File: config.mk
export PLATFORM = sky130hd
export DESIGN_NAME = tag_store
export DESIGN_NICKNAME = d
export VERILOG_FILES = /design/src/logic/tag_store_pkg.sv /design/src/logic/tag_macro.sv /design/src/logic/tag_compare.sv /design/src/logic/evict_select.sv /design/src/logic/tag_store_ctrl.sv /design/src/logic/tag_store.sv
export VERILOG_INCLUDE_DIRS = /design/src /design/src/include
export SDC_FILE = /design/constraint.sdc
export NUM_CORES = 1
export LEC_CHECK = 0
export BUFFER_PORTS_ARGS = -buffer_cell sky130_fd_sc_hd__buf_2
export CORE_UTILIZATION = 43
export DETAILED_ROUTE_END_ITERATION = 12
export PLACE_DENSITY = 0.56
export SKIP_LAST_GASP = 1
export SYNTH_ARGS = -nofsm -noshare
export SYNTH_HDL_FRONTEND = slang
export SYNTH_SLANG_ARGS = --single-unit
File: constraint.sdc
create_clock -name clk_i -period 4.7 [get_ports clk_i]
set_input_delay 0 -clock clk_i [delete_from_list [all_inputs] [get_ports clk_i]]
set_output_delay 0 -clock clk_i [all_outputs]
set_load 0.05 [all_outputs]
File: src/include/tag_store_settings.svh
`ifndef TAG_STORE_SETTINGS_SVH
`define TAG_STORE_SETTINGS_SVH

// Set associativity of the tag store
`define TS_WAYS 4

// Set index width, 2**TS_INDEX_W sets per way
`define TS_INDEX_W 4

// Address tag width stored per line
`define TS_TAG_W 8

// Read latency of one tag macro in cycles
// The controller timing is built around this value
`define TS_READ_LAT 1

`endif

File: src/logic/tag_store_pkg.sv
`include "tag_store_settings.svh"

package tag_store_pkg;

  // One bit per way, used both one-hot and as a mask
  typedef logic [`TS_WAYS-1:0] way_ind_t;
  // Binary way number
  typedef logic [$clog2(`TS_WAYS)-1:0] way_idx_t;
  typedef logic [`TS_INDEX_W-1:0] index_t;
  typedef logic [`TS_TAG_W-1:0] tag_t;

  // One entry of a tag macro
  typedef struct packed {
    logic valid;
    logic dirty;
    tag_t tag;
  } tag_data_t;

  typedef enum logic {Lookup, Flush} store_mode_e;

  // Lookup: indicator is the search mask
  // Flush: indicator is the one-hot way to clear
  typedef struct packed {
    store_mode_e mode;
    index_t      index;
    tag_t        tag;
    logic        dirty;
    way_ind_t    indicator;
  } store_req_t;

  typedef struct packed {
    way_ind_t indicator;
    logic     hit;
    logic     evict;
    tag_t     evict_tag;
  } store_res_t;

  typedef enum logic [1:0] {Idle, Read, Resp} ctrl_state_e;

endpackage

File: src/logic/tag_macro.sv
`timescale 1ns/1ps
`include "tag_store_settings.svh"

module tag_macro (
  input  logic                     clk_i,
  input  logic                     rst_n_i,
  input  logic                     req_i,
  input  logic                     we_i,
  input  tag_store_pkg::index_t    index_i,
  input  tag_store_pkg::tag_data_t wdata_i,
  output tag_store_pkg::tag_data_t rdata_o
);
  import tag_store_pkg::*;

  localparam int unsigned NumSets = 1 << `TS_INDEX_W;

  // One entry per set for this way
  tag_data_t mem_q [NumSets];
  tag_data_t rdata_q;

  // Write port, whole array cleared on reset
  always_ff @(posedge clk_i) begin
    if (!rst_n_i) begin
      for (int i = 0; i < NumSets; i++) begin
        mem_q[i] <= '0;
      end
    end else if (req_i && we_i) begin
      mem_q[index_i] <= wdata_i;
    end
  end

  // Registered read, one cycle latency
  // Output keeps the last read across writes and idle cycles
  always_ff @(posedge clk_i) begin
    if (!rst_n_i) begin
      rdata_q <= '0;
    end else if (req_i && !we_i) begin
      rdata_q <= mem_q[index_i];
    end
  end

  assign rdata_o = rdata_q;

endmodule

File: src/logic/tag_compare.sv
`timescale 1ns/1ps
`include "tag_store_settings.svh"

module tag_compare (
  input  tag_store_pkg::tag_data_t [`TS_WAYS-1:0] rdata_i,
  input  tag_store_pkg::store_req_t               held_req_i,
  input  tag_store_pkg::way_idx_t                 sel_way_i,
  output tag_store_pkg::way_ind_t                 hit_o,
  output tag_store_pkg::way_ind_t                 valid_o,
  output tag_store_pkg::way_ind_t                 dirty_o,
  output tag_store_pkg::tag_data_t                sel_tag_o
);
  import tag_store_pkg::*;

  for (genvar i = 0; i < `TS_WAYS; i++) begin : gen_way
    logic tag_match;

    // Stored tag against the tag of the request in flight
    assign tag_match = (rdata_i[i].tag == held_req_i.tag);

    // State bits straight from the macro
    assign valid_o[i] = rdata_i[i].valid;
    assign dirty_o[i] = rdata_i[i].dirty;

    // Only searched, valid ways can hit
    assign hit_o[i] = held_req_i.indicator[i] & rdata_i[i].valid & tag_match;
  end

  // Entry of the way the controller points at
  // used for evict tag and flush response
  assign sel_tag_o = rdata_i[sel_way_i];

endmodule

File: src/logic/evict_select.sv
`timescale 1ns/1ps
`include "tag_store_settings.svh"

module evict_select (
  input  logic                    clk_i,
  input  logic                    rst_n_i,
  input  tag_store_pkg::way_ind_t spm_lock_i,
  input  tag_store_pkg::way_ind_t valid_i,
  input  tag_store_pkg::way_ind_t dirty_i,
  input  logic                    step_i,
  output tag_store_pkg::way_ind_t victim_o,
  output logic                    evict_o,
  output logic                    full_o
);
  import tag_store_pkg::*;

  // Unlocked ways that hold nothing
  way_ind_t free_ways;
  // Round-robin start point
  way_idx_t ptr_q;
  way_idx_t victim_idx;
  logic     found;

  assign free_ways = ~spm_lock_i & ~valid_i;
  assign full_o    = ~|free_ways;

  always_comb begin
    int cand;
    victim_idx = '0;
    found      = 1'b0;
    cand       = 0;
    if (!full_o) begin
      // Scan downward so the last match is the lowest free way
      for (int i = `TS_WAYS - 1; i >= 0; i--) begin
        if (free_ways[i]) begin
          victim_idx = way_idx_t'(i);
          found      = 1'b1;
        end
      end
    end else begin
      // Same trick relative to the pointer, with wraparound
      for (int k = `TS_WAYS - 1; k >= 0; k--) begin
        cand = (int'(ptr_q) + k) % `TS_WAYS;
        if (!spm_lock_i[cand]) begin
          victim_idx = way_idx_t'(cand);
          found      = 1'b1;
        end
      end
    end
  end

  // No victim at all when every way is locked
  assign victim_o = found ? (way_ind_t'(1) << victim_idx) : '0;
  // Write-back needed only when a valid line gets replaced
  assign evict_o  = full_o & found & dirty_i[victim_idx];

  always_ff @(posedge clk_i) begin
    if (!rst_n_i) begin
      ptr_q <= '0;
    end else if (step_i) begin
      // Next search starts one past the way just replaced
      if (victim_idx == way_idx_t'(`TS_WAYS - 1)) begin
        ptr_q <= '0;
      end else begin
        ptr_q <= victim_idx + way_idx_t'(1);
      end
    end
  end

endmodule

File: src/logic/tag_store_ctrl.sv
`timescale 1ns/1ps
`include "tag_store_settings.svh"

module tag_store_ctrl (
  input  logic                      clk_i,
  input  logic                      rst_n_i,
  input  tag_store_pkg::store_req_t req_i,
  input  logic                      valid_i,
  output logic                      ready_o,
  output tag_store_pkg::store_res_t res_o,
  output logic                      valid_o,
  input  logic                      ready_i,
  output tag_store_pkg::way_ind_t   ram_req_o,
  output tag_store_pkg::way_ind_t   ram_we_o,
  output tag_store_pkg::index_t     ram_index_o,
  output tag_store_pkg::tag_data_t  ram_wdata_o,
  output tag_store_pkg::store_req_t held_req_o,
  input  tag_store_pkg::way_ind_t   hit_i,
  input  tag_store_pkg::way_ind_t   way_dirty_i,
  output tag_store_pkg::way_idx_t   sel_way_o,
  input  tag_store_pkg::tag_data_t  sel_tag_i,
  input  tag_store_pkg::way_ind_t   victim_i,
  input  logic                      victim_evict_i,
  input  logic                      victim_full_i,
  output logic                      victim_step_o
);
  import tag_store_pkg::*;

  ctrl_state_e state_q, state_d;
  store_req_t  req_q;
  store_res_t  res_q, res_d;
  way_ind_t    sel_ind;
  logic        res_hsk;
  logic        is_lookup;
  logic        any_hit;
  logic        lookup_evict;
  logic        hit_upgrade;

  function automatic way_idx_t ind_to_idx(input way_ind_t ind);
    way_idx_t idx;
    idx = '0;
    for (int i = 0; i < `TS_WAYS; i++) begin
      if (ind[i]) begin
        idx = idx | way_idx_t'(i);
      end
    end
    return idx;
  endfunction

  // One request in flight, accepted only from Idle
  assign ready_o    = (state_q == Idle);
  assign valid_o    = (state_q == Resp);
  assign res_hsk    = valid_o & ready_i;
  assign res_o      = res_q;
  assign held_req_o = req_q;
  assign is_lookup  = (req_q.mode == Lookup);
  assign any_hit    = |hit_i;

  always_comb begin
    state_d = state_q;
    unique case (state_q)
      Idle: if (valid_i) state_d = Read;
      // Macro data is valid for exactly this cycle's decision
      Read: state_d = Resp;
      Resp: if (ready_i) state_d = Idle;
      default: state_d = Idle;
    endcase
  end

  always_ff @(posedge clk_i) begin
    if (!rst_n_i) begin
      state_q <= Idle;
    end else begin
      state_q <= state_d;
    end
  end

  // Request held from acceptance to the response handshake
  always_ff @(posedge clk_i) begin
    if (valid_i && ready_o) begin
      req_q <= req_i;
    end
  end

  // Way the response refers to, also the comparator's output select
  always_comb begin
    if (state_q == Resp) begin
      sel_ind = res_q.indicator;
    end else if (!is_lookup) begin
      sel_ind = req_q.indicator;
    end else if (any_hit) begin
      sel_ind = hit_i;
    end else begin
      sel_ind = victim_i;
    end
  end

  assign sel_way_o    = ind_to_idx(sel_ind);
  assign lookup_evict = ~any_hit & victim_evict_i;

  always_comb begin
    res_d = '0;
    res_d.indicator = sel_ind;
    if (is_lookup) begin
      res_d.hit       = any_hit;
      res_d.evict     = lookup_evict;
      res_d.evict_tag = lookup_evict ? sel_tag_i.tag : '0;
    end else begin
      // Flush reports what was in the way before clearing it
      res_d.evict     = sel_tag_i.valid & sel_tag_i.dirty;
      res_d.evict_tag = sel_tag_i.tag;
    end
  end

  always_ff @(posedge clk_i) begin
    if (state_q == Read) begin
      res_q <= res_d;
    end
  end

  // Clean line hit by a dirty access needs its dirty bit set
  assign hit_upgrade = req_q.dirty & ~|(way_dirty_i & res_q.indicator);

  always_comb begin
    ram_req_o   = '0;
    ram_we_o    = '0;
    ram_index_o = req_q.index;
    ram_wdata_o = '0;
    if (state_q == Idle) begin
      // Read issued at the accepting edge
      ram_index_o = req_i.index;
      if (valid_i) begin
        ram_req_o = req_i.indicator;
      end
    end else if (res_hsk) begin
      if (!is_lookup) begin
        // Flush writes all zeros
        ram_req_o = res_q.indicator;
        ram_we_o  = res_q.indicator;
      end else if (!res_q.hit || hit_upgrade) begin
        ram_req_o   = res_q.indicator;
        ram_we_o    = res_q.indicator;
        ram_wdata_o = '{valid: 1'b1, dirty: req_q.dirty, tag: req_q.tag};
      end
    end
  end

  // Pointer moves only when a valid line was replaced
  assign victim_step_o = res_hsk & is_lookup & ~res_q.hit & victim_full_i;

endmodule

File: src/logic/tag_store.sv
`timescale 1ns/1ps
`include "tag_store_settings.svh"

module tag_store (
  input  logic                      clk_i,
  input  logic                      rst_n_i,
  input  tag_store_pkg::way_ind_t   spm_lock_i,
  input  tag_store_pkg::store_req_t req_i,
  input  logic                      valid_i,
  output logic                      ready_o,
  output tag_store_pkg::store_res_t res_o,
  output logic                      valid_o,
  input  logic                      ready_i
);
  import tag_store_pkg::*;

  // Macro side
  way_ind_t                 ram_req;
  way_ind_t                 ram_we;
  index_t                   ram_index;
  tag_data_t                ram_wdata;
  tag_data_t [`TS_WAYS-1:0] ram_rdata;

  // Compare and victim side
  store_req_t held_req;
  way_ind_t   hit;
  way_ind_t   way_valid;
  way_ind_t   way_dirty;
  way_idx_t   sel_way;
  tag_data_t  sel_tag;
  way_ind_t   victim;
  logic       victim_evict;
  logic       victim_full;
  logic       victim_step;

  tag_store_ctrl u_ctrl (
    .clk_i          (clk_i),
    .rst_n_i        (rst_n_i),
    .req_i          (req_i),
    .valid_i        (valid_i),
    .ready_o        (ready_o),
    .res_o          (res_o),
    .valid_o        (valid_o),
    .ready_i        (ready_i),
    .ram_req_o      (ram_req),
    .ram_we_o       (ram_we),
    .ram_index_o    (ram_index),
    .ram_wdata_o    (ram_wdata),
    .held_req_o     (held_req),
    .hit_i          (hit),
    .way_dirty_i    (way_dirty),
    .sel_way_o      (sel_way),
    .sel_tag_i      (sel_tag),
    .victim_i       (victim),
    .victim_evict_i (victim_evict),
    .victim_full_i  (victim_full),
    .victim_step_o  (victim_step)
  );

  // One array per way, shared index and write data
  for (genvar i = 0; i < `TS_WAYS; i++) begin : gen_macro
    tag_macro u_macro (
      .clk_i   (clk_i),
      .rst_n_i (rst_n_i),
      .req_i   (ram_req[i]),
      .we_i    (ram_we[i]),
      .index_i (ram_index),
      .wdata_i (ram_wdata),
      .rdata_o (ram_rdata[i])
    );
  end

  tag_compare u_compare (
    .rdata_i    (ram_rdata),
    .held_req_i (held_req),
    .sel_way_i  (sel_way),
    .hit_o      (hit),
    .valid_o    (way_valid),
    .dirty_o    (way_dirty),
    .sel_tag_o  (sel_tag)
  );

  evict_select u_evict (
    .clk_i      (clk_i),
    .rst_n_i    (rst_n_i),
    .spm_lock_i (spm_lock_i),
    .valid_i    (way_valid),
    .dirty_i    (way_dirty),
    .step_i     (victim_step),
    .victim_o   (victim),
    .evict_o    (victim_evict),
    .full_o     (victim_full)
  );

endmodule

==> results.sh <==
export IMPL_max_freq_ghz=0.264
export IMPL_async_flop_share_pct=0
export IMPL_most_frequent_cells_in_the_layout="672 x sky130_fd_sc_hd__edfxtp_1, 579 x sky130_fd_sc_hd__and2_1, 160 x sky130_fd_sc_hd__mux4_2"
export IMPL_syn_to_final_growth_pct=14.4
export IMPL_worstSetupStartpointType="register"
export IMPL_worst_max_slew_pin_slew_ns=1.03
export IMPL_whs_path_depth=5
export IMPL_run_status="finished clean"
export IMPL_unrepaired_setup_endpoints_after_global_routing="no"
export IMPL_worst_ep_arrival_time_ns=4.24
export IMPL_timing_hold_worst_start="spm_lock_i[2]"
export IMPL_crit_reg2reg_launch="gen_macro[1].u_macro.rdata_o[9]"
export IMPL_clock_latency_ns=0.63
export IMPL_post_route_cells_drive_above_1_share_pct=19.4
export IMPL_number_of_synthesized_flops_with_an_enable_pin=672
export IMPL_die_area_mm2=0.0773
export IMPL_largest_family_of_logic_cells_by_synthesized_area="simple AND/OR/NAND/NOR gates"
export IMPL_drt_pre_antenna_iters=6
export IMPL_h_tree_depth=3
export IMPL_yosys_cell_types_count=56
export IMPL_pin_count_of_the_biggest_net_entering_global_routing=73
export IMPL_row_count=100
export IMPL_cts_root_buf="sky130_fd_sc_hd__clkbuf_16"
export IMPL_cts_made_buffers=80
export IMPL_worst_slew_margin_rel_pct=30.9
export IMPL_end_kind="register"
export IMPL_final_setup_tns_ns=0
export IMPL_die_width_um=278
export IMPL_layout_cell_area_non_filler_mm2=0.0375
export IMPL_dp_final_hpwl_mm=56.6
export IMPL_leakage_power_summed_over_all_cells_nw=13.8
export IMPL_antenna_nets_post_route=0
export IMPL_timing_reg2reg_worst_path_depth=12
export IMPL_die_height_um=278
export IMPL_sequential_element_share_of_the_synthesized_area_pct=64.3
export IMPL_grtUsageTotal_pct=23.3
export IMPL_power_per_cell_area_mw_per_mm2=394
export IMPL_clk_pin_slew_ns=0.06
export IMPL_tritoncts="yes"
export IMPL_gp_congestion=0.887
export IMPL_min_to="u_evict.ptr_q[0]"
export IMPL_synth_area_in_adders_pct=0.153
export IMPL_cp_data_required_time_ns=5.16
export IMPL_placeableCoreArea_mm2=0.0749
export IMPL_synth_xor_area_share_pct=0.878
export IMPL_whs_ns=0.0743
export IMPL_final_max_slew_violation_count=0
export IMPL_floorplan_initialDensity_pct=43.7
export IMPL_synth_seq_cells=716
export IMPL_grt_pass1_wl_mm=132
export IMPL_post_cts_resize_count=0
export IMPL_synthesis_area_per_instance_um2=14.5
export IMPL_cts_post_setup_buffers_inserted=0
export IMPL_final_nets=2434
export IMPL_finalWorstPathRequiredPeriod_ns=3.78
export IMPL_clock_skew_final_ns=0.0139
export IMPL_placement_cell_area_mm2=0.0348
export IMPL_wirelength_mm=89.2
export IMPL_synth_compound_area_share_pct=3.20
export IMPL_avgViaCountPerCell=5.64
export IMPL_io_pin_count=42
export IMPL_max_clock_path_buffers=3
export IMPL_detailedRoute_firstIterationViolations=1964
export IMPL_syn_nets=2289
export IMPL_clock_sinks=716
export IMPL_detail_route_wl_per_cell_um=25.9
export IMPL_final_common_cell="sky130_fd_sc_hd__edfxtp_1"
export IMPL_place_port_buffers=41
export IMPL_antenna_found_initial=2
export IMPL_synthSimpleGateAreaFrac_pct=15.6
export IMPL_timing_hold_worst_class="in2reg"
export IMPL_ir_drop_v=0.000243
export IMPL_num_vias=19400
export IMPL_rrSetupSlack_ns=0.92
export IMPL_diodes_inserted=0
export IMPL_layout_core_utilization_pct=50.0
export IMPL_timing_worst_setup_path_type="reg2reg"
export IMPL_setup_violations=0
export IMPL_yosys_warnings=0
export IMPL_yosys_most_used_dff="sky130_fd_sc_hd__edfxtp_1"
export IMPL_final_hold_viol_count=0
export IMPL_synthesis_instances=2259
export IMPL_crit_fanout=10
export IMPL_worst_r2r_endpoint="u_ctrl.res_o[1]"
export IMPL_drc=0
export IMPL_max_cap_viol_count=0
export IMPL_synth_cell_area_mm2=0.0328
export IMPL_first_global_vias=19600
export IMPL_synth_mux_area_fraction_pct=13.7
export IMPL_post_route_period_util_pct=80.4
export IMPL_grt_overflow=0
synth_stat cells, types with 3 or more instances:
| cell type | number | area share, % |
|---|---|---|
| sky130_fd_sc_hd__nand3_1 | 70 | 1.1 |
| sky130_fd_sc_hd__mux2i_1 | 85 | 2.6 |
| sky130_fd_sc_hd__nor4_1 | 4 | 0.076 |
| sky130_fd_sc_hd__buf_6 | 3 | 0.10 |
| sky130_fd_sc_hd__nor2_1 | 75 | 0.86 |
| sky130_fd_sc_hd__a211oi_1 | 18 | 0.41 |
| sky130_fd_sc_hd__o32ai_1 | 9 | 0.24 |
| sky130_fd_sc_hd__o21ai_0 | 74 | 1.1 |
| sky130_fd_sc_hd__nor3_1 | 10 | 0.15 |
| sky130_fd_sc_hd__and3_1 | 11 | 0.21 |
| sky130_fd_sc_hd__mux4_2 | 160 | 11 |
| sky130_fd_sc_hd__dfxtp_1 | 44 | 2.7 |
| sky130_fd_sc_hd__o21bai_1 | 4 | 0.092 |
| sky130_fd_sc_hd__edfxtp_1 | 672 | 62 |
| sky130_fd_sc_hd__inv_1 | 6 | 0.069 |
| sky130_fd_sc_hd__nor2b_1 | 4 | 0.076 |
| sky130_fd_sc_hd__a311oi_1 | 4 | 0.11 |
| sky130_fd_sc_hd__xnor2_1 | 9 | 0.24 |
| sky130_fd_sc_hd__buf_1 | 7 | 0.080 |
| sky130_fd_sc_hd__buf_2 | 35 | 0.53 |
| sky130_fd_sc_hd__xor2_1 | 22 | 0.59 |
| sky130_fd_sc_hd__mux2_2 | 3 | 0.10 |
| sky130_fd_sc_hd__a21oi_1 | 42 | 0.64 |
| sky130_fd_sc_hd__clkbuf_1 | 112 | 1.3 |
| sky130_fd_sc_hd__nand4_1 | 13 | 0.25 |
| sky130_fd_sc_hd__nand2_1 | 140 | 1.6 |
| sky130_fd_sc_hd__ha_1 | 4 | 0.15 |
| sky130_fd_sc_hd__and2_1 | 579 | 11 |
| sky130_fd_sc_hd__a21boi_0 | 6 | 0.14 |
per-layer routing:
metal | GRT usage [%] | wire, um | vias up
li1 | - | - | 8650
met1 | 33.2 | 39100 | 9909
met2 | 36.6 | 41700 | 702
met3 | 3.32 | 5740 | 134
met4 | 7.90 | 2580 | 0
met5 | 0 | 0 | -
stage by stage:
| stage | setup slack [ns] | instances | total power [mW] |
|---|---|---|---|
| finish | 0.919 | 3439 | 14.8 |
| global route | 0.526 | 3439 | 15.2 |
| CTS | 0.996 | 3439 | 14.9 |
| detailed placement | 1.02 | 3271 | 8.97 |
| global placement | 0.958 | 3271 | 8.96 |
| floorplan | 1.39 | 2259 | 8.39 |
worst max-delay path by stage:
stage	endpoint	slack, ns	startpoint
after floorplan	gen_macro[3].u_macro.mem_q[4][0]	1.39	u_ctrl.state_q[1]
after global placement	u_ctrl.res_o[0]	0.96	gen_macro[1].u_macro.rdata_o[9]
after detailed placement	u_ctrl.res_o[3]	1.02	gen_macro[1].u_macro.rdata_o[9]
after CTS	u_ctrl.res_o[3]	1.0	gen_macro[1].u_macro.rdata_o[9]
after global routing	u_ctrl.res_o[3]	0.53	gen_macro[1].u_macro.rdata_o[9]
final	u_ctrl.res_o[1]	0.92	gen_macro[1].u_macro.rdata_o[9]
registers in the layout (all words and copies together) (netlist names):
name / count
u_ctrl.held_req_o: 18
u_evict.ptr_q: 2
gen_macro.u_macro.rdata_o: 40
u_ctrl.state_q: 2
u_ctrl.res_o: 14
gen_macro.u_macro.mem_q: 640
where the power goes:
group | leakage, nW | internal (mW) | switching [mW]
Combinational | 5.33 | 0.588 | 0.949
Sequential | 7.27 | 7.18 | 0.120
Clock | 1.19 | 3.36 | 2.56
Total | 13.8 | 11.1 | 3.63
critical path: stages (launching register included):
cell	delay, ns
sky130_fd_sc_hd__dfxtp_1	0.53
sky130_fd_sc_hd__o22ai_1	0.20
sky130_fd_sc_hd__nor2_1	0.19
sky130_fd_sc_hd__and3_1	0.27
sky130_fd_sc_hd__or2_2	0.16
sky130_fd_sc_hd__inv_1	0.07
sky130_fd_sc_hd__ha_1	0.23
sky130_fd_sc_hd__a22oi_1	0.19
sky130_fd_sc_hd__o21ai_0	0.13
sky130_fd_sc_hd__and2_1	0.32
sky130_fd_sc_hd__a211oi_1	0.91
sky130_fd_sc_hd__o32ai_1	0.23
sky130_fd_sc_hd__nor3_1	0.19
final cells by class:
cell class              instances  area [um2]
multi-input cells            1376       11100
repair buffers                222        1680
clock inverters                48         343
inverters                       8        30.0
fillers                      6356       37500
well taps                     969        1210
clock buffers                 100        2110
flip-flops and latches        716       21100
cells by family after synthesis:
group | Yosys count
AO/OA/AOI/OAI | 174
XOR/XNOR | 32
adder cells (fa/ha/maj) | 4
buffers and inverters | 167
flip-flops | 716
multiplexers | 249
AND/OR/NAND/NOR | 917
what timing repair did:
item                                   4_1_cts  5_1_grt
hold buffers                                20        0
setup endpoints to repair                    0        0
endpoints found under the hold margin       42        0
No activity file was read; power rests on OpenSTA's default activity.
